===== src/hdl/lcd_pkg.sv =====
`default_nettype none

package lcd_pkg;

	typedef logic [7:0] lcd_byte_t;		// one panel bus byte
	typedef logic [6:0] lcd_cfg_t;		// static init configuration
	typedef logic [16:0] cycle_cnt_t;	// long wait at 50 MHz fits

	// panel timing in microseconds
	localparam int POWERUP_US = 500;
	localparam int SETUP_US = 1;		// rs, rw, data before e rises
	localparam int PULSE_US = 13;		// e high
	localparam int HOLD_US = 13;		// e low after the pulse
	localparam int SHORT_WAIT_US = 50;	// whole command, ordinary
	localparam int LONG_WAIT_US = 2000;	// whole command, clear and home

	// fixed command bytes
	localparam lcd_byte_t CMD_PRESET = 8'h30;
	localparam lcd_byte_t CMD_CLEAR = 8'h01;
	localparam lcd_byte_t CMD_HOME = 8'h02;	// bit 0 is don't care

	typedef enum logic [2:0] {
		DEC_POWERUP,
		DEC_INIT_ISSUE,
		DEC_INIT_WAIT,
		DEC_IDLE,
		DEC_USER_WAIT
	} decode_state_t;

	typedef enum logic [2:0] {
		EXE_IDLE,
		EXE_SETUP,
		EXE_PULSE,
		EXE_HOLD,
		EXE_SETTLE
	} exec_state_t;

endpackage

`default_nettype wire


===== src/hdl/lcd_cmd_if.sv =====
`default_nettype none

interface lcd_cmd_if;

	logic start;			// one-cycle strobe
	logic rs;
	logic rw;
	lcd_pkg::lcd_byte_t data;
	logic long_wait;		// clear or home
	logic busy;			// execute active

	modport dec (
		output start, rs, rw, data, long_wait,
		input busy
	);

	modport exe (
		input start, rs, rw, data, long_wait,
		output busy
	);

endinterface

`default_nettype wire


===== src/hdl/lcd_cmd_decode.sv =====
`default_nettype none

module lcd_cmd_decode #(
	parameter int clk_mhz = 50
) (
	input logic clk,
	input logic rst_n,
	input lcd_pkg::lcd_cfg_t init_cfg,
	input logic lcd_enable,
	input logic [9:0] lcd_bus,
	output logic busy,
	lcd_cmd_if.dec cmd
);

	localparam lcd_pkg::cycle_cnt_t powerup_end =
		lcd_pkg::cycle_cnt_t'(lcd_pkg::POWERUP_US * clk_mhz - 1);
	localparam logic [2:0] init_last = 3'd4;	// five init commands

	lcd_pkg::decode_state_t state;
	lcd_pkg::cycle_cnt_t cnt;
	logic [2:0] init_idx;
	logic load_init;
	logic load_host;
	lcd_pkg::lcd_byte_t init_next;
	logic rs_q;
	logic rw_q;
	lcd_pkg::lcd_byte_t data_q;
	logic long_q;

	function automatic lcd_pkg::lcd_byte_t init_byte(input logic [2:0] idx,
			input lcd_pkg::lcd_cfg_t cfg);
		case (idx)
			3'd0: init_byte = lcd_pkg::CMD_PRESET;
			3'd1: init_byte = {4'b0011, cfg[6], cfg[5], 2'b00};	// function set
			3'd2: init_byte = {5'b00001, cfg[4:2]};		// display on/off
			3'd3: init_byte = lcd_pkg::CMD_CLEAR;
			default: init_byte = {6'b000001, cfg[1:0]};	// entry mode
		endcase
	endfunction

	// clear and return home need the long settle
	function automatic logic is_long(input logic rs, input logic rw,
			input lcd_pkg::lcd_byte_t b);
		is_long = !rs && !rw &&
			(b == lcd_pkg::CMD_CLEAR || (b & 8'hfe) == lcd_pkg::CMD_HOME);
	endfunction

	assign load_host = (state == lcd_pkg::DEC_IDLE) && lcd_enable && !cmd.busy;
	assign load_init = (state == lcd_pkg::DEC_POWERUP && cnt == powerup_end) ||
		(state == lcd_pkg::DEC_INIT_WAIT && !cmd.busy && init_idx != init_last);
	assign init_next = init_byte((state == lcd_pkg::DEC_POWERUP) ? 3'd0 : init_idx + 3'd1,
		init_cfg);

	always_ff @(posedge clk or negedge rst_n) begin
		if (!rst_n) begin
			state <= lcd_pkg::DEC_POWERUP;
			cnt <= '0;
			init_idx <= '0;
		end else begin
			case (state)
				lcd_pkg::DEC_POWERUP: begin
					if (cnt == powerup_end)
						state <= lcd_pkg::DEC_INIT_ISSUE;
					else
						cnt <= cnt + 1'b1;
				end
				lcd_pkg::DEC_INIT_ISSUE: state <= lcd_pkg::DEC_INIT_WAIT;
				lcd_pkg::DEC_INIT_WAIT: begin
					if (!cmd.busy) begin		// previous init command done
						if (init_idx == init_last) begin
							state <= lcd_pkg::DEC_IDLE;
						end else begin
							init_idx <= init_idx + 3'd1;
							state <= lcd_pkg::DEC_INIT_ISSUE;
						end
					end
				end
				lcd_pkg::DEC_IDLE: begin
					if (load_host)
						state <= lcd_pkg::DEC_USER_WAIT;
				end
				default: state <= lcd_pkg::DEC_IDLE;	// start issued, back to idle
			endcase
		end
	end

	// command latch, held until the next load
	always_ff @(posedge clk) begin
		if (load_init) begin
			rs_q <= 1'b0;
			rw_q <= 1'b0;
			data_q <= init_next;
			long_q <= is_long(1'b0, 1'b0, init_next);
		end else if (load_host) begin
			rs_q <= lcd_bus[9];
			rw_q <= lcd_bus[8];
			data_q <= lcd_bus[7:0];
			long_q <= is_long(lcd_bus[9], lcd_bus[8], lcd_bus[7:0]);
		end
	end

	assign cmd.start = (state == lcd_pkg::DEC_INIT_ISSUE) ||
		(state == lcd_pkg::DEC_USER_WAIT);
	assign cmd.rs = rs_q;
	assign cmd.rw = rw_q;
	assign cmd.data = data_q;
	assign cmd.long_wait = long_q;
	assign busy = (state != lcd_pkg::DEC_IDLE);

endmodule

`default_nettype wire


===== src/hdl/lcd_bus_timer.sv =====
`default_nettype none

module lcd_bus_timer #(
	parameter int clk_mhz = 50
) (
	input logic clk,
	input logic rst_n,
	lcd_cmd_if.exe cmd,
	output logic e,
	output logic rs,
	output logic rw,
	output lcd_pkg::lcd_byte_t data_out,
	output logic data_oe,
	output logic rd_sample
);

	// last count of each phase, counted from the first setup cycle
	localparam lcd_pkg::cycle_cnt_t setup_end =
		lcd_pkg::cycle_cnt_t'(lcd_pkg::SETUP_US * clk_mhz - 1);
	localparam lcd_pkg::cycle_cnt_t pulse_end =
		lcd_pkg::cycle_cnt_t'((lcd_pkg::SETUP_US + lcd_pkg::PULSE_US) * clk_mhz - 1);
	localparam lcd_pkg::cycle_cnt_t hold_end =
		lcd_pkg::cycle_cnt_t'((lcd_pkg::SETUP_US + lcd_pkg::PULSE_US +
		lcd_pkg::HOLD_US) * clk_mhz - 1);
	localparam lcd_pkg::cycle_cnt_t short_end =
		lcd_pkg::cycle_cnt_t'(lcd_pkg::SHORT_WAIT_US * clk_mhz - 1);
	localparam lcd_pkg::cycle_cnt_t long_end =
		lcd_pkg::cycle_cnt_t'(lcd_pkg::LONG_WAIT_US * clk_mhz - 1);

	lcd_pkg::exec_state_t state;
	lcd_pkg::cycle_cnt_t cnt;
	lcd_pkg::cycle_cnt_t settle_end;

	assign settle_end = cmd.long_wait ? long_end : short_end;	// held stable by decode

	always_ff @(posedge clk or negedge rst_n) begin
		if (!rst_n) begin
			state <= lcd_pkg::EXE_IDLE;
			cnt <= '0;
			e <= 1'b0;
			rs <= 1'b0;
			rw <= 1'b0;
			data_out <= '0;
			data_oe <= 1'b0;
			rd_sample <= 1'b0;
		end else begin
			rd_sample <= 1'b0;
			if (state != lcd_pkg::EXE_IDLE)
				cnt <= cnt + 1'b1;
			case (state)
				lcd_pkg::EXE_IDLE: begin
					if (cmd.start) begin
						state <= lcd_pkg::EXE_SETUP;
						cnt <= '0;
						rs <= cmd.rs;
						rw <= cmd.rw;
						data_out <= cmd.data;
						data_oe <= !cmd.rw;		// drive bus on writes only
					end
				end
				lcd_pkg::EXE_SETUP: begin
					if (cnt == setup_end) begin
						state <= lcd_pkg::EXE_PULSE;
						e <= 1'b1;
					end
				end
				lcd_pkg::EXE_PULSE: begin
					if (cnt == pulse_end) begin
						state <= lcd_pkg::EXE_HOLD;
						e <= 1'b0;
						rd_sample <= rw;		// panel byte valid at e fall
					end
				end
				lcd_pkg::EXE_HOLD: begin
					if (cnt == hold_end)
						state <= lcd_pkg::EXE_SETTLE;
				end
				lcd_pkg::EXE_SETTLE: begin
					if (cnt == settle_end) begin
						state <= lcd_pkg::EXE_IDLE;
						rs <= 1'b0;
						rw <= 1'b0;
						data_out <= '0;
						data_oe <= 1'b0;
					end
				end
				default: state <= lcd_pkg::EXE_IDLE;
			endcase
		end
	end

	assign cmd.busy = (state != lcd_pkg::EXE_IDLE);

endmodule

`default_nettype wire


===== src/hdl/lcd_read_capture.sv =====
`default_nettype none

module lcd_read_capture (
	input logic clk,
	input logic rst_n,
	input logic rd_sample,
	input lcd_pkg::lcd_byte_t data_in,
	output lcd_pkg::lcd_byte_t read_data,
	output logic read_valid
);

	// valid strobe follows the sample strobe by one cycle
	always_ff @(posedge clk or negedge rst_n) begin
		if (!rst_n)
			read_valid <= 1'b0;
		else
			read_valid <= rd_sample;
	end

	always_ff @(posedge clk) begin
		if (rd_sample)
			read_data <= data_in;	// held until the next read
	end

endmodule

`default_nettype wire


===== src/hdl/lcd_ctrl_top.sv =====
`default_nettype none

module lcd_ctrl_top #(
	parameter int clk_mhz = 50
) (
	input logic clk,
	input logic rst_n,
	input lcd_pkg::lcd_cfg_t init_cfg,
	input logic lcd_enable,
	input logic [9:0] lcd_bus,		// rs, rw, data
	input lcd_pkg::lcd_byte_t data_in,
	output logic e,
	output logic rs,
	output logic rw,
	output lcd_pkg::lcd_byte_t data_out,
	output logic data_oe,
	output logic busy,
	output lcd_pkg::lcd_byte_t read_data,
	output logic read_valid
);

	logic dec_busy;
	logic rd_sample;

	lcd_cmd_if cmd_bus ();

	lcd_cmd_decode #(.clk_mhz(clk_mhz)) u_decode (
		.clk(clk),
		.rst_n(rst_n),
		.init_cfg(init_cfg),
		.lcd_enable(lcd_enable),
		.lcd_bus(lcd_bus),
		.busy(dec_busy),
		.cmd(cmd_bus)
	);

	lcd_bus_timer #(.clk_mhz(clk_mhz)) u_exec (
		.clk(clk),
		.rst_n(rst_n),
		.cmd(cmd_bus),
		.e(e),
		.rs(rs),
		.rw(rw),
		.data_out(data_out),
		.data_oe(data_oe),
		.rd_sample(rd_sample)
	);

	lcd_read_capture u_capture (
		.clk(clk),
		.rst_n(rst_n),
		.rd_sample(rd_sample),
		.data_in(data_in),
		.read_data(read_data),
		.read_valid(read_valid)
	);

	assign busy = dec_busy | cmd_bus.busy;	// covers init and the issue cycle

endmodule

`default_nettype wire


===== config.mk =====
export PLATFORM = sky130hd
export DESIGN_NAME = lcd_ctrl_top
export DESIGN_NICKNAME = d
export VERILOG_FILES = /design/src/hdl/lcd_pkg.sv /design/src/hdl/lcd_cmd_if.sv /design/src/hdl/lcd_cmd_decode.sv /design/src/hdl/lcd_bus_timer.sv /design/src/hdl/lcd_read_capture.sv /design/src/hdl/lcd_ctrl_top.sv
export SDC_FILE = /design/constraint.sdc
export NUM_CORES = 1
export LEC_CHECK = 0
export ABC_AREA = 1
export BUFFER_PORTS_ARGS = -buffer_cell sky130_fd_sc_hd__buf_4
export CORE_MARGIN = 5
export CORE_UTILIZATION = 40
export DETAILED_ROUTE_END_ITERATION = 7
export PLACE_DENSITY = 0.57
export SETUP_SLACK_MARGIN = 0.02
export SYNTH_ARGS = -nofsm -noshare
export SYNTH_HDL_FRONTEND = slang
export SYNTH_SLANG_ARGS = --single-unit

===== constraint.sdc =====
create_clock -name clk -period 4.9 [get_ports clk]
set_clock_uncertainty 0.2 [all_clocks]
set_input_delay 0.49 -clock clk [delete_from_list [all_inputs] [get_ports clk]]
set_output_delay 0.49 -clock clk [all_outputs]
set_load 0.02 [all_outputs]

After elaboration in Yosys (flattened, before gate mapping)
Index checks and enable logic that the tools add are counted.

Register bits: 76. Bits of input ports: 28.

$add $sub $neg: 3. Equality and inequality tests: 31. Muxes and demuxes: 36. Bitwise gates (word level): 4. Reduce and logical (&&, ||, !) cells: 28.

Operators by type and width (count): 17-bit two-way mux (4); 17-bit by 1-bit adder with 17-bit output, second input constant (2); 8-bit two-way mux (4); 3-bit two-way mux (9); 6-bit case mux with 4 select lines (1); 3-bit by 2-bit equality test with 1-bit output, second input constant (6); 17-bit by 10-bit equality test with 1-bit output, second input constant (1); 17-bit by 11-bit equality test with 1-bit output, second input constant (1); 17-bit by 15-bit equality test with 1-bit output, second input constant (1); 17-bit equality test (1); 17-bit by 6-bit equality test with 1-bit output, second input constant (1); 8-bit case mux with 2 select lines (1); 3-bit case mux with 5 select lines (1); 3-bit case mux with 4 select lines (1); 3-bit AND reduction (4); 1-bit two-way mux (10); 2-bit by 1-bit != test with 1-bit output, second input constant (5); 3-bit by 1-bit equality test with 1-bit output, second input constant (3); 3-bit equality test, second input constant (3); 3-bit zero test (3); 8-bit by 1-bit equality test with 1-bit output, second input constant (1); 1-bit case mux with 2 select lines (4); 7-bit by 1-bit equality test with 1-bit output, second input constant (1); 1-bit logical AND (7); other kinds (15) (27).

Depth between registers and ports, before layout
Gate-level depths: netlist (run 1).

Depth in word-level cells: 7. Gate-level depth with buffers: 13.

By module
Synthesis (run 1) repeated with hierarchy kept, for this count alone.

Cell total of the unflattened synthesis: 545. Area, all modules: 4197.8 sq um.

By module, submodules not included: lcd_cmd_decode (instances 1, cells each 273, area each 2021.9 sq um, seq. area each 885.8 sq um); lcd_bus_timer (instances 1, cells each 260, area each 1899.3 sq um, seq. area each 825.8 sq um); lcd_read_capture (instances 1, cells each 9, area each 265.3 sq um, seq. area each 265.3 sq um); lcd_ctrl_top (instances 1, cells each 3, area each 11.3 sq um, seq. area each 0.0 sq um).

Worst setup path before layout (run 1)
Ideal clock, no wire load.

Kind: flip-flop to flip-flop. Start: register u_decode.init_idx[0]. End: register u_decode.data_q[0] (netlist: u_decode.cmd.data[0]), enable pin. Setup time: 0.339 ns. Data arrival time: 1.311 ns. Required time: 4.361 ns. Path slack: 3.050 ns. Stages on the path, launching flop included: 7. Clock period less this slack: 1.850 ns. Cells stage by stage: dfrtp_1 > inv_1 > ha_1 > nand2_1 > nand3_2 > nand2_4 > or2_1.

Cells in the longest elaborated chain, start to end: 4.

Ends and longest elaborated chain: from (decl) (line lcd_cmd_decode.sv:21) `logic [2:0] init_idx;`; from (signal assigned) (line lcd_cmd_decode.sv:73) `init_idx <= init_idx + 3'd1;`; 3-bit != test (line lcd_cmd_decode.sv:50) `(state == lcd_pkg::DEC_INIT_WAIT && !cmd.busy && init_idx != init_last);`; 1-bit logical AND (line lcd_cmd_decode.sv:50); 1-bit logical OR (line lcd_cmd_decode.sv:49) `assign load_init = (state == lcd_pkg::DEC_POWERUP && cnt == powerup_end) ||`; 2-bit nonzero test (no line); to (signal assigned) (line lcd_cmd_decode.sv:92) `data_q <= init_next;`; to (signal assigned) (line lcd_cmd_decode.sv:97) `data_q <= lcd_bus[7:0];`; to (decl) (line lcd_cmd_decode.sv:27) `lcd_pkg::lcd_byte_t data_q;`.

Every way passes these cells. A chain may end at the register's enable or synchronous reset.

Final worst setup path (run 1)
Start: register u_decode.cnt[1]. End: register u_decode.data_q[4] (netlist: u_decode.cmd.data[4]), enable pin.

Cells in the longest elaborated chain, start to end: 4.

Ends and longest elaborated chain: from (decl) (line lcd_cmd_decode.sv:20) `lcd_pkg::cycle_cnt_t cnt;`; from (signal assigned) (line lcd_cmd_decode.sv:65) `cnt <= cnt + 1'b1;`; 17-bit by 15-bit equality test with 1-bit output (line lcd_cmd_decode.sv:49); 1-bit logical AND (line lcd_cmd_decode.sv:49); 1-bit logical OR (line lcd_cmd_decode.sv:49); 2-bit nonzero test (no line).

Every way passes these cells.

==> out/summary.json, run 1 <==
{
  "timing": {
    "finalSetupViolCount": 0,
    "maxSlewHeadroom_pct": 51.9,
    "hold-worst-slack_ps": -22.1,
    "report.final.slew_viol_count": 0,
    "finalSetupTns_ps": 0,
    "grt_setup_unrepaired": "false",
    "timing.fmax_ghz": 0.457,
    "max_slew.worst_pin.slew_ps": 722,
    "hold_viol_final": 23,
    "timing.final.crit_period_ps": 2190,
    "min_period_over_period_pct": 44.6
  },
  "yosys": {
    "syn_area_um2": 3930,
    "synth_top_flop_cell": "dfrtp_1",
    "synth.ff_latch_count": 76,
    "netlist_top_cells_area": "dfrtp_1 36%, nand2_1 15%, edfxtp_1 13%, nor2_1 7.2%, inv_1 4.3%",
    "syn_area_per_cell_um2": 7.96,
    "asyncSetResetFlopFracSynth_pct": 75.0,
    "yosys.area.top_type": "dfrtp_1",
    "synth_edf_count": 17,
    "synthDominantCellAreaShare_pct": 36.3,
    "yosysUniqueCellTypes": 34,
    "post_synth_inst_count": 493,
    "synth-seq-area-share_pct": 50.4,
    "synth.net_count": 526,
    "yosysWarningCount": 0,
    "synth.most_common_cell": "nand2_1",
    "synth_top_cells_by_count": "153 x nand2_1, 75 x nor2_1, 57 x dfrtp_1, 45 x inv_1, 33 x nand3_1"
  },
  "global_route": {
    "globalRoute.totalOverflow": 0,
    "number_of_antenna_violations_at_the_first_check_in_global_routing": 0,
    "gr-usage-all-layers_pct": 15.4,
    "first_global_vias": 3146,
    "grt_max_degree": 58,
    "grt_first_pass_wirelength_mm": 14.5
  },
  "drt": {
    "drt_first_pass_iters": 5,
    "post-route-drc-count": 0,
    "drt-initial-drc-count": 75,
    "final_antenna_net_count": 0,
    "dr_total_vias": 3239,
    "avgRoutedWirePerCell_um": 12.6,
    "wl_mm": 8.59,
    "avgViaCountPerCell": 4.74
  },
  "cts": {
    "tritoncts": "done",
    "insertion_delay_ps": 360,
    "cts.htree.levels": 3,
    "clkSlewWorstSetupHoldPaths_ps": 100,
    "post_cts.resized_instances": 0,
    "ctsHoldBuffers": 0,
    "cts_buffer_depth": 2,
    "cts_made_buffers": 9,
    "cts_root_buf": "clkbuf_8",
    "post_cts_buffers": 0,
    "clock_sink_count": 76
  },
  "floorplanning": {
    "core_um2": 9680,
    "dieHeight_um": 109,
    "pin_count": 50,
    "fp.dieW_um": 109,
    "dieArea_um2": 11900,
    "placementRows": 36,
    "initial_core_util_pct": 40.5
  },
  "power": {
    "comb_power_share_pct": 36.5,
    "intPower_mw": 1.30,
    "vdd_ir_drop_max_uv": 231,
    "power.switching_fraction_pct": 41.6,
    "clkPwrFrac_pct": 21.3,
    "power_switching_uw": 925,
    "pwr_density_cell_nw_per_um2": 484,
    "leakage_nw": 2.16,
    "share_seq_of_total_power_pct": 42.2
  },
  "critical_path": {
    "setup.reg_to_reg.worst_slack_ps": 2710,
    "crit_type": "flop to flop",
    "crit_path_start_kind": "flop",
    "arrival_ps": 2010,
    "reg2reg_from": "u_decode.cnt[1]",
    "r2r_endpoint": "u_decode.cmd.data[4]",
    "timing.reg2reg.worst_path_depth": 6,
    "cp_data_required_time_ps": 4730,
    "endpoint_kind": "flop",
    "critPathLaunch": "u_decode.cnt[1]",
    "critical_path.max_fanout": 18
  },
  "final_layout": {
    "n_fill_cell": 973,
    "synthToLayoutAreaGrowth_pct": 16.9,
    "seq_area_um2": 1980,
    "multi_input_comb_area_um2": 1690,
    "final_design_area_no_fill_um2": 4590,
    "layout.nets": 578,
    "antennaDiodeCount": 0,
    "utilization_of_the_core_after_routing_pct": 47.4,
    "drive_above_1_share_pct": 15.8
  },
  "run_status": {
    "failed_checks": "negative hold slack",
    "outcome": "finished, violations left"
  },
  "job": {
    "max_capacitance_violation_count": 0
  },
  "placed_design": {
    "place.port_buffers": 49,
    "post_dp_hpwl_mm": 6.30,
    "placedInstanceArea_um2": 4390,
    "place_congestion": 0.865
  },
  "hold_path": {
    "worst_hold_path_type": "input pin to asynchronous set/reset pin"
  }
}
worst max path at each step:
stage                                 endpoint  slack (ps)  cells past startpoint
final                     u_decode.cmd.data[4]        2710                      6
after detailed placement  u_decode.cmd.data[6]        2710                      6
after floorplan           u_decode.cmd.data[0]        3050                      6
after CTS                 u_decode.cmd.data[4]        2680                      6
after global placement    u_decode.cmd.data[2]        2780                      6
after global routing      u_decode.cmd.data[4]        2540                      6
state kept, by name, summed over array words and instances, names as in the netlist:
signal / cells
u_capture.read_data: 8
u_capture.read_valid: 1
u_decode.cmd.data: 8
u_decode.cmd.long_wait: 1
u_decode.cmd.rs: 1
u_decode.cmd.rw: 1
u_decode.cnt: 17
u_decode.init_idx: 3
u_decode.state: 3
u_exec.cnt: 17
u_exec.data_oe: 1
u_exec.data_out: 8
u_exec.e: 1
u_exec.rd_sample: 1
u_exec.rs: 1
u_exec.rw: 1
u_exec.state: 3
placed cells by master (no fill, tap or decap):
master      synthesis  layout
nand2_1           153     153
nor2_1             75      75
dfrtp_1            57      57
buf_4               3      49
inv_1              45      45
nand3_1            33      33
edfxtp_1           17      17
o21ai_0            16      16
a21oi_1            12      12
xor2_1             12      12
nand4_1            10      10
clkbuf_8            0       9
nor3_1              7       7
inv_2               6       6
xnor2_1             6       6
nor2_2              5       5
ha_1                5       5
o21ai_1             4       4
nand2_4             3       3
nand2_2             3       3
o21a_1              2       2
nor4_1              2       2
inv_6               0       2
clkinv_4            0       2
dfxtp_1             2       2
a21oi_2             1       1
nor2_4              1       1
clkinv_1            1       1
o22ai_1             1       1
nand3_2             1       1
or2_1               1       1
nand3b_1            1       1
a31o_2              1       1
and3_1              1       1
mux2_2              1       1
inv_8               0       1
clkinv_8            0       1
clkinvlp_4          0       1
worst max-delay path, stage by stage (launching register included):
cell and delay (ps):
dfrtp_1 390, ha_1 250, nand4_1 120, nor2_1 180, nand3_1 140, nand2_4 180
or2_1 380
metal layers:
metal,GRT usage [%],part of all wire [%],wire (um)
met1,20.6,47,4070
met2,24.8,47,4040
met3,2.78,4.3,366
met4,5.95,1.3,115
met5,0,0,0
layout make-up:
type / count / share of cell area (%)
Clock buffer: 9 / 2.70
Tap cell: 133 / 3.63
Timing Repair Buffer: 49 / 8.02
Sequential cell: 76 / 43.1
Clock inverter: 7 / 1.53
Multi-Input combinational cell: 357 / 36.8
Inverter: 52 / 4.26
per-stage QoR:
stage | power [mW] | hold WS [ps] | setup slack (ps) | cells
2_1_floorplan | 1.53 | -5.59 | 3050 | 493
3_3_place_gp | 1.76 | 229 | 2780 | 667
3_5_place_dp | 1.77 | 237 | 2710 | 667
4_1_cts | 2.24 | 15.1 | 2680 | 683
5_1_grt | 2.39 | 48.1 | 2540 | 683
6_report | 2.22 | -22.1 | 2710 | 683
power by group through the flow:
stage                     Sequential (mW)  Clock, mW  Combinational, mW
after CTS                           0.939      0.483              0.822
after floorplan                     0.970          0              0.561
after global placement              0.946          0              0.809
after detailed placement            0.949          0              0.820
after global routing                0.959      0.514              0.922
final                               0.939      0.473              0.810
cells by family (layout without fill, tap and decap cells):
group	Yosys count	after routing	synth area share (%)
flops	76	76	50.4
fa+ha+maj	5	5	1.59
mux	1	1	0.287
xor+xnor	18	18	4.02
simple gates	296	296	32.0
compound gates	37	37	5.07
buf+inv	60	117	6.66
Note: power is estimated with default switching activity, not from simulation.
==> run 2, diff against run 1 <==
- ABC_AREA: 1 -> 0
- clock period: 4.9 -> 2.3 ns (I/O delays scaled with it)
==> out/summary.json, run 2 <==
{
  "yosys": {
    "synthDominantCellAreaShare": {"value": 39.7, "unit": "%", "change": "+3.3 points"},
    "synth-seq-area-share": {"value": 55.0, "unit": "%", "change": "+4.6 points"},
    "syn_area_per_cell": {"value": 10.7, "unit": "um2", "change": "+34%"},
    "syn_area": {"value": 3600, "unit": "um2", "change": "-8.4%"},
    "synth.net_count": {"value": 369, "change": "-30%"},
    "netlist_top_cells_area": "dfrtp_1 40%, edfxtp_1 14%, nand3_1 4.6%, xnor2_1 4.4%, nand2_1 2.8%",
    "post_synth_inst_count": {"value": 336, "change": "-32%"},
    "synth_top_cells_by_count": "57 x dfrtp_1, 33 x nand3_1, 27 x nand2_1, 22 x nor2_1, 19 x o21ai_0",
    "synth_top_flop_cell": "dfrtp_1",
    "synth_edf_count": {"value": 17, "change": "unchanged"},
    "yosysWarningCount": {"value": 0, "change": "unchanged"},
    "yosysUniqueCellTypes": {"value": 50, "change": "+47%"},
    "synth.ff_latch_count": {"value": 76, "change": "unchanged"},
    "asyncSetResetFlopFracSynth": {"value": 75.0, "unit": "%", "change": "unchanged"},
    "synth.most_common_cell": "dfrtp_1",
    "yosys.area.top_type": "dfrtp_1"
  },
  "critical_path": {
    "crit_path_start_kind": "flop",
    "reg2reg_from": "u_exec.cnt[11]",
    "critical_path.max_fanout": {"value": 11, "change": "-7"},
    "cp_data_required_time": {"value": 2330, "unit": "ps", "change": "-2400 ps"},
    "timing.critical_path.to": "u_exec.data_out[5]",
    "r2r_endpoint": "u_exec.data_out[5]",
    "critical_path.max_stage_delay": {"value": 530, "unit": "ps", "change": "+140 ps"},
    "timing.critical_path.max_delay_family": "simple AND/OR/NAND/NOR gates",
    "cp_slowest_cell": "or4_1",
    "setup.reg_to_reg.worst_slack": {"value": 120, "unit": "ps", "change": "-2590 ps"},
    "timing.reg2reg.worst_path_depth": {"value": 5, "change": "-1"},
    "critPathLaunch": "u_exec.cnt[11]",
    "endpoint_kind": "flop",
    "worstSetupPathDepth": {"value": 5, "change": "-1"},
    "crit_type": "flop to flop",
    "crit_buf_inv": {"value": 0, "change": "unchanged"},
    "crit_path_cell_trace": "or3_1, or4_1, a211oi_2, nor2_2, a22o_1",
    "arrival": {"value": 2210, "unit": "ps", "change": "+200 ps"}
  },
  "final_layout": {
    "seq_area": {"value": 1980, "unit": "um2", "change": "unchanged"},
    "drive_above_1_share": {"value": 25.9, "unit": "%", "change": "+10 points"},
    "final_cell_mix": "80 x buf_4, 57 x dfrtp_1, 33 x nand3_1",
    "antennaDiodeCount": {"value": 0, "change": "unchanged"},
    "leading_cell_type_in_the_layout_fill_and_taps_excluded": "buf_4",
    "reg_top3": "u_decode.cnt (17), u_exec.cnt (17)",
    "utilization_of_the_core_after_routing": {"value": 52.9, "unit": "%", "change": "+5.5 points"},
    "multi_input_comb_area": {"value": 1530, "unit": "um2", "change": "-9.2%"},
    "n_fill_cell": {"value": 775, "change": "-20%"},
    "synthToLayoutAreaGrowth_pct": 28.3,
    "layout.nets": {"value": 456, "change": "-21%"}
  },
  "placed_design": {
    "place.port_buffers": {"value": 49, "change": "unchanged"},
    "pre_cts_ws": {"value": 22.0, "unit": "ps", "change": "-2690 ps"},
    "place_congestion": {"value": 0.839, "change": "-3.0%"},
    "post_dp_hpwl": {"value": 5.92, "unit": "mm", "change": "-6.0%"}
  },
  "floorplanning": {
    "initial_core_util": {"value": 41.2, "unit": "%", "change": "+0.70 points"},
    "pin_count": {"value": 50, "change": "unchanged"},
    "fp.dieW": {"value": 105, "unit": "um", "change": "-3.9%"},
    "dieHeight": {"value": 105, "unit": "um", "change": "-3.9%"},
    "dieArea": {"value": 11000, "unit": "um2", "change": "-7.6%"},
    "core": {"value": 8720, "unit": "um2", "change": "-9.9%"},
    "placementRows": {"value": 34, "change": "-5.6%"}
  },
  "run_status": {
    "outcome": "completed"
  },
  "timing": {
    "timing.final.crit_period": {"value": 2180, "unit": "ps", "change": "-6.41 ps"},
    "finalSetupViolCount": {"value": 0, "change": "unchanged"},
    "grt_setup_unrepaired": "true",
    "layout_setup_ws": {"value": 120, "unit": "ps", "change": "-2590 ps"},
    "timing.fmax": {"value": 0.459, "unit": "GHz", "change": "+0.29%"},
    "max_slew.worst_pin.slew": {"value": 729, "unit": "ps", "change": "+7.14 ps"},
    "hold_viol_final": {"value": 0, "change": "-100%"},
    "report.final.slew_viol_count": {"value": 0, "change": "unchanged"},
    "maxSlewHeadroom": {"value": 51.4, "unit": "%", "change": "-0.48 points"},
    "min_period_over_period": {"value": 94.8, "unit": "%", "change": "+50 points"},
    "hold-worst-slack": {"value": 6.93, "unit": "ps", "change": "+29.1 ps"},
    "finalSetupTns": {"value": 0, "unit": "ps", "change": "unchanged"}
  },
  "drt": {
    "avgViaCountPerCell": {"value": 5.30, "change": "+12%"},
    "final_antenna_net_count": {"value": 0, "change": "unchanged"},
    "drt_first_pass_iters": {"value": 4, "change": "-1"},
    "dr_total_vias": {"value": 2842, "change": "-12%"},
    "drt-initial-drc-count": {"value": 92, "change": "+23%"},
    "avgRoutedWirePerCell": {"value": 15.2, "unit": "um", "change": "+21%"},
    "post-route-drc-count": {"value": 0, "change": "unchanged"},
    "wl": {"value": 8.16, "unit": "mm", "change": "-5.0%"}
  },
  "cts": {
    "cts_buffer_depth": {"value": 2, "change": "unchanged"},
    "tritoncts": "done",
    "cts_root_buf": "clkbuf_8",
    "clkSlewWorstSetupHoldPaths": {"value": 80, "unit": "ps", "change": "-20 ps"},
    "insertion_delay": {"value": 350, "unit": "ps", "change": "about the same"},
    "clock_sink_count": {"value": 76, "change": "unchanged"},
    "cts.htree.levels": {"value": 3, "change": "unchanged"},
    "cts_made_buffers": {"value": 9, "change": "unchanged"},
    "post_cts_buffers": {"value": 0, "change": "unchanged"}
  },
  "power": {
    "leakage": {"value": 2.01, "unit": "nW", "change": "-7.3%"},
    "vdd_ir_drop_max": {"value": 628, "unit": "uV", "change": "+170%"},
    "post-layout-total-power": {"value": 4.55, "unit": "mW", "change": "+100%"},
    "pwr_density_cell": {"value": 986, "unit": "nW/um2", "change": "+100%"}
  },
  "global_route": {
    "grt_first_pass_wirelength": {"value": 14.1, "unit": "mm", "change": "-2.4%"},
    "grt_max_degree": {"value": 58, "change": "unchanged"},
    "first_global_vias": {"value": 2848, "change": "-9.5%"},
    "globalRoute.totalOverflow": {"value": 0, "change": "unchanged"},
    "gr-usage-all-layers": {"value": 15.7, "unit": "%", "change": "+0.33 points"},
    "number_of_antenna_violations_at_the_first_check_in_global_routing": {"value": 0, "change": "unchanged"}
  },
  "job": {
    "max_capacitance_violation_count": {"value": 0, "change": "unchanged"}
  },
  "hold_path": {
    "worst_hold_path_type": "input pin to flop"
  }
}
==> run 2: changes by cell type after synthesis, moves of 8 or more <==
cell / before / now
nand2_1: 153 / 27
nor2_1: 75 / 22
inv_1: 45 / 10
clkbuf_1: 0 / 12
xnor2_1: 6 / 18
a22o_1: 0 / 11
a21oi_1: 12 / 4
xor2_1: 12 / 4
==> run 2: kinds of logic (layout without fill, tap and decap cells) <==
| kind of cell | Yosys count | count (layout) | synth area share, % |
|---|---|---|---|
| xor gates and xnor gates | 22 | 22 | 5.36 |
| and+or+nand+nor | 148 | 148 | 22.3 |
| AOI/OAI and AO/OA | 51 | 51 | 10.4 |
| buffers and inverters | 28 | 120 | 3.48 |
| DFF | 76 | 76 | 55.0 |
| adders and majority gates | 5 | 5 | 1.74 |
| muxes | 6 | 6 | 1.70 |
==> run 2: layout make-up <==
cell class                      count  area share [%]
Clock buffer                       10            2.77
Clock inverter                      6            1.36
Inverter                           10           0.814
Multi-Input combinational cell    232            33.2
Sequential cell                    76            42.9
Tap cell                          108            2.93
Timing Repair Buffer               94            16.1
==> run 2: metrics by stage <==
step                      std cells  instance area [um2]
after global placement          506                 4260
after floorplan                 336                 3620
after global routing            536                 4610
after CTS                       536                 4590
after detailed placement        506                 4260
final                           536                 4610
==> run 2: routing by layer <==
layer  track usage [%]  vias to the layer above  share of wire, %  wire length, um
met4              7.31                        0               3.0              246
met2              22.9                       81                44             3590
met3              2.53                       19               4.7              381
li1                  -                     1401                 -                -
met1              22.8                     1341                48             3940
met5                 0                        -                 0                0
==> run 2: tightest hold or removal path, delay by kind of cell <==
| kind | cells | cell delay (ps) |
|---|---|---|
| and+or+nand+nor | 2 | 120 |
| buffers and inverters | 1 | 90 |
==> run 2: repair_timing <==
action | CTS | global route
hold buffers | 14 | 0
setup endpoints to repair | 10 | 29
pin swaps | 0 | 1
gates resized for setup | 1 | 5
hold endpoints to repair | 70 | 0
==> run 2: power by group <==
group / internal [mW] / switching (mW)
clock network: 0.502 / 0.513
registers: 1.68 / 0.254
logic: 0.737 / 0.858
==> run 2: worst min path at each step <==
| stage | start | to | slack [ps] | cells after the start |
|---|---|---|---|---|
| floorplan | rst_n | u_capture.read_valid | -270 | 0 |
| global placement | rst_n | u_exec.cnt[1] | 140 | 1 |
| detailed placement | rst_n | u_exec.cnt[12] | 150 | 1 |
| CTS | lcd_bus[6] | u_decode.cmd.data[6] | 2 | 2 |
| global route | lcd_bus[2] | u_decode.cmd.data[2] | 10 | 2 |
| finish | lcd_bus[4] | u_decode.cmd.data[4] | 7 | 3 |
==> run 3, diff against run 2 <==
- clock period: 2.3 -> 2.1 ns (I/O delays scaled with it)
==> out/summary.json, run 3 (synthesis gave the netlist of run 2 again) <==
{
  "cts": {
    "cts_root_buf": "clkbuf_8",
    "clock_sink_count": {"value": 76, "change": "unchanged"},
    "clkSlewWorstSetupHoldPaths": {"value": 90, "unit": "ps", "change": "about the same"},
    "cts_buffer_depth": {"value": 2, "change": "unchanged"},
    "cts_made_buffers": {"value": 9, "change": "unchanged"},
    "tritoncts": "done",
    "insertion_delay": {"value": 350, "unit": "ps", "change": "about the same"},
    "cts.htree.levels": {"value": 3, "change": "unchanged"}
  },
  "drt": {
    "drt-initial-drc-count": {"value": 83, "change": "-9.8%"},
    "wl": {"value": 8.55, "unit": "mm", "change": "+4.8%"},
    "final_antenna_net_count": {"value": 0, "change": "unchanged"},
    "avgViaCountPerCell": {"value": 5.21, "change": "-1.7%"},
    "drt_first_pass_iters": {"value": 5, "change": "+1"},
    "dr_total_vias": {"value": 2961, "change": "+4.2%"},
    "post-route-drc-count": {"value": 0, "change": "unchanged"},
    "avgRoutedWirePerCell": {"value": 15.0, "unit": "um", "change": "-1.1%"}
  },
  "power": {
    "pwr_density_cell": {"value": 1070, "unit": "nW/um2", "change": "+8.8%"},
    "vdd_ir_drop_max": {"value": 647, "unit": "uV", "change": "+3.1%"},
    "leakage": {"value": 2.19, "unit": "nW", "change": "+8.9%"}
  },
  "timing": {
    "timing.fmax": {"value": 0.466, "unit": "GHz", "change": "+1.7%"},
    "timing.final.crit_period": {"value": 2140, "unit": "ps", "change": "-36.5 ps"},
    "grt_setup_unrepaired": "true",
    "hold-worst-slack": {"value": 7.10, "unit": "ps", "change": "+0.171 ps"},
    "layout_setup_ws": {"value": -43.8, "unit": "ps", "change": "-164 ps"},
    "min_period_over_period": {"value": 102, "unit": "%", "change": "+7.3 points"},
    "hold_viol_final": {"value": 0, "change": "unchanged"},
    "max_slew.worst_pin.slew": {"value": 725, "unit": "ps", "change": "-4.40 ps"},
    "report.final.slew_viol_count": {"value": 0, "change": "unchanged"},
    "finalSetupViolCount": {"value": 10, "change": "+10"},
    "maxSlewHeadroom": {"value": 51.7, "unit": "%", "change": "+0.29 points"}
  },
  "run_status": {
    "outcome": "finished, violations left",
    "failed_checks": "negative setup slack"
  },
  "final_layout": {
    "drive_above_1_share": {"value": 35.0, "unit": "%", "change": "+9.1 points"},
    "reg_top3": "u_decode.cnt (17), u_exec.cnt (17)",
    "leading_cell_type_in_the_layout_fill_and_taps_excluded": "buf_4",
    "layout.nets": {"value": 488, "change": "+7.0%"},
    "final_design_area_no_fill": {"value": 5000, "unit": "um2", "change": "+8.4%"},
    "final_cell_mix": "104 x buf_4, 55 x dfrtp_1, 30 x nand3_1",
    "final_cells": {"value": 568, "change": "+6.0%"},
    "antennaDiodeCount": {"value": 0, "change": "unchanged"},
    "n_fill_cell": {"value": 750, "change": "-3.2%"},
    "synthToLayoutAreaGrowth_pct": 39.0
  },
  "hold_path": {
    "worst_hold_path_type": "input pin to flop"
  },
  "floorplanning": {
    "pin_count": {"value": 50, "change": "unchanged"},
    "initial_core_util": {"value": 41.2, "unit": "%", "change": "unchanged"},
    "dieArea": {"value": 11000, "unit": "um2", "change": "unchanged"},
    "dieHeight": {"value": 105, "unit": "um", "change": "unchanged"},
    "fp.dieW": {"value": 105, "unit": "um", "change": "unchanged"},
    "core": {"value": 8720, "unit": "um2", "change": "unchanged"},
    "placementRows": {"value": 34, "change": "unchanged"}
  },
  "placed_design": {
    "placedInstanceArea": {"value": 4450, "unit": "um2", "change": "+4.6%"},
    "place.port_buffers": {"value": 49, "change": "unchanged"},
    "dpl.cell_count": {"value": 531, "change": "+4.9%"},
    "place_congestion": {"value": 0.850, "change": "+1.4%"},
    "post_dp_hpwl": {"value": 5.92, "unit": "mm", "change": "about the same"}
  },
  "critical_path": {
    "crit_type": "flop to flop",
    "arrival": {"value": 2180, "unit": "ps", "change": "-30 ps"},
    "endpoint_kind": "flop",
    "cp_data_required_time": {"value": 2140, "unit": "ps", "change": "-190 ps"},
    "critical_path.max_fanout": {"value": 11, "change": "unchanged"},
    "crit_path_start_kind": "flop"
  },
  "global_route": {
    "first_global_vias": {"value": 2996, "change": "+5.2%"},
    "gr-usage-all-layers": {"value": 16.0, "unit": "%", "change": "+0.32 points"},
    "number_of_antenna_violations_at_the_first_check_in_global_routing": {"value": 0, "change": "unchanged"},
    "grt_first_pass_wirelength": {"value": 14.5, "unit": "mm", "change": "+2.9%"},
    "grt_max_degree": {"value": 58, "change": "unchanged"},
    "globalRoute.totalOverflow": {"value": 0, "change": "unchanged"}
  },
  "job": {
    "max_capacitance_violation_count": {"value": 0, "change": "unchanged"}
  }
}
==> run 3: changes by cell type in the layout (fill, tap and decap cells not counted), sizes merged <==
cell         delta
clkbuf          -1
inv             +2
clkinv          -4
dlygate4sd3     +3
or2             +1
buf            +28
clkinvlp        +3
==> run 3: layout make-up <==
class | count | area, um2 | area share, %
Inverter | 10 | 37.5 | 0.751
Multi-Input combinational cell | 233 | 1650 | 32.9
Timing Repair Buffer | 125 | 996 | 19.9
Clock inverter | 7 | 81.3 | 1.63
Tap cell | 108 | 135 | 2.70
Clock buffer | 9 | 124 | 2.48
Sequential cell | 76 | 1980 | 39.6
==> run 3: critical path: stages (launching register included) <==
cell      delay, ps
dfrtp_1         380
or3_1           380
or4_1           540
a211oi_2        180
nor2_2          140
a22o_1          210
==> run 3: worst paths after layout <==
| path | start | endpoint | slack [ps] | cells after the start |
|---|---|---|---|---|
| min | lcd_bus[0] | u_decode.cmd.data[0] | 7 | 3 |
| min in group asynchronous | rst_n | u_exec.cnt[1] | 240 | 2 |
| max | u_exec.cnt[14] | u_exec.data_out[3] | -40 | 5 |
| max in group asynchronous | rst_n | u_decode.state[0] | 920 | 2 |
| max reg2reg | u_exec.cnt[14] | u_exec.data_out[3] | -40 | 5 |
| min reg2reg | u_decode.cmd.rw | u_exec.data_oe | 270 | 1 |
==> run 3: repair_timing <==
| action | in CTS | in global routing |
|---|---|---|
| buffers inserted | 1 | 2 |
| cloned | 0 | 2 |
| hold buffers | 17 | 0 |
| resized for setup | 14 | 21 |
| endpoints found under the setup margin | 37 | 36 |
| pin swaps | 3 | 9 |
| endpoints found under the hold margin | 73 | 0 |
==> run 3: per-stage QoR <==
stage	total power, mW	TNS (ps)	setup WS, ps	util [%]
2_1_floorplan	3.22	-3480	-216	-
3_3_place_gp	4.00	-1860	-131	51.1
3_5_place_dp	4.02	-2940	-187	51.1
4_1_cts	5.28	-212	-37.8	56.1
5_1_grt	5.70	-770	-103	57.3
6_report	5.36	-311	-43.8	57.3
==> run 3: power by group <==
group / leakage [nW] / internal, mW / switching (mW)
logic: 1.18 / 1.03 / 1.05
clock network: 0.0944 / 0.565 / 0.595
registers: 0.914 / 1.84 / 0.278
==> run 3: metal layers <==
layer / vias to the layer above / wire, um / global-route usage (%)
met1: 1423 / 4150 / 22.9
li1: 1462 / - / -
met3: 10 / 313 / 2.59
met4: 0 / 125 / 6.12
met5: - / 0 / 0
met2: 66 / 3960 / 24.5
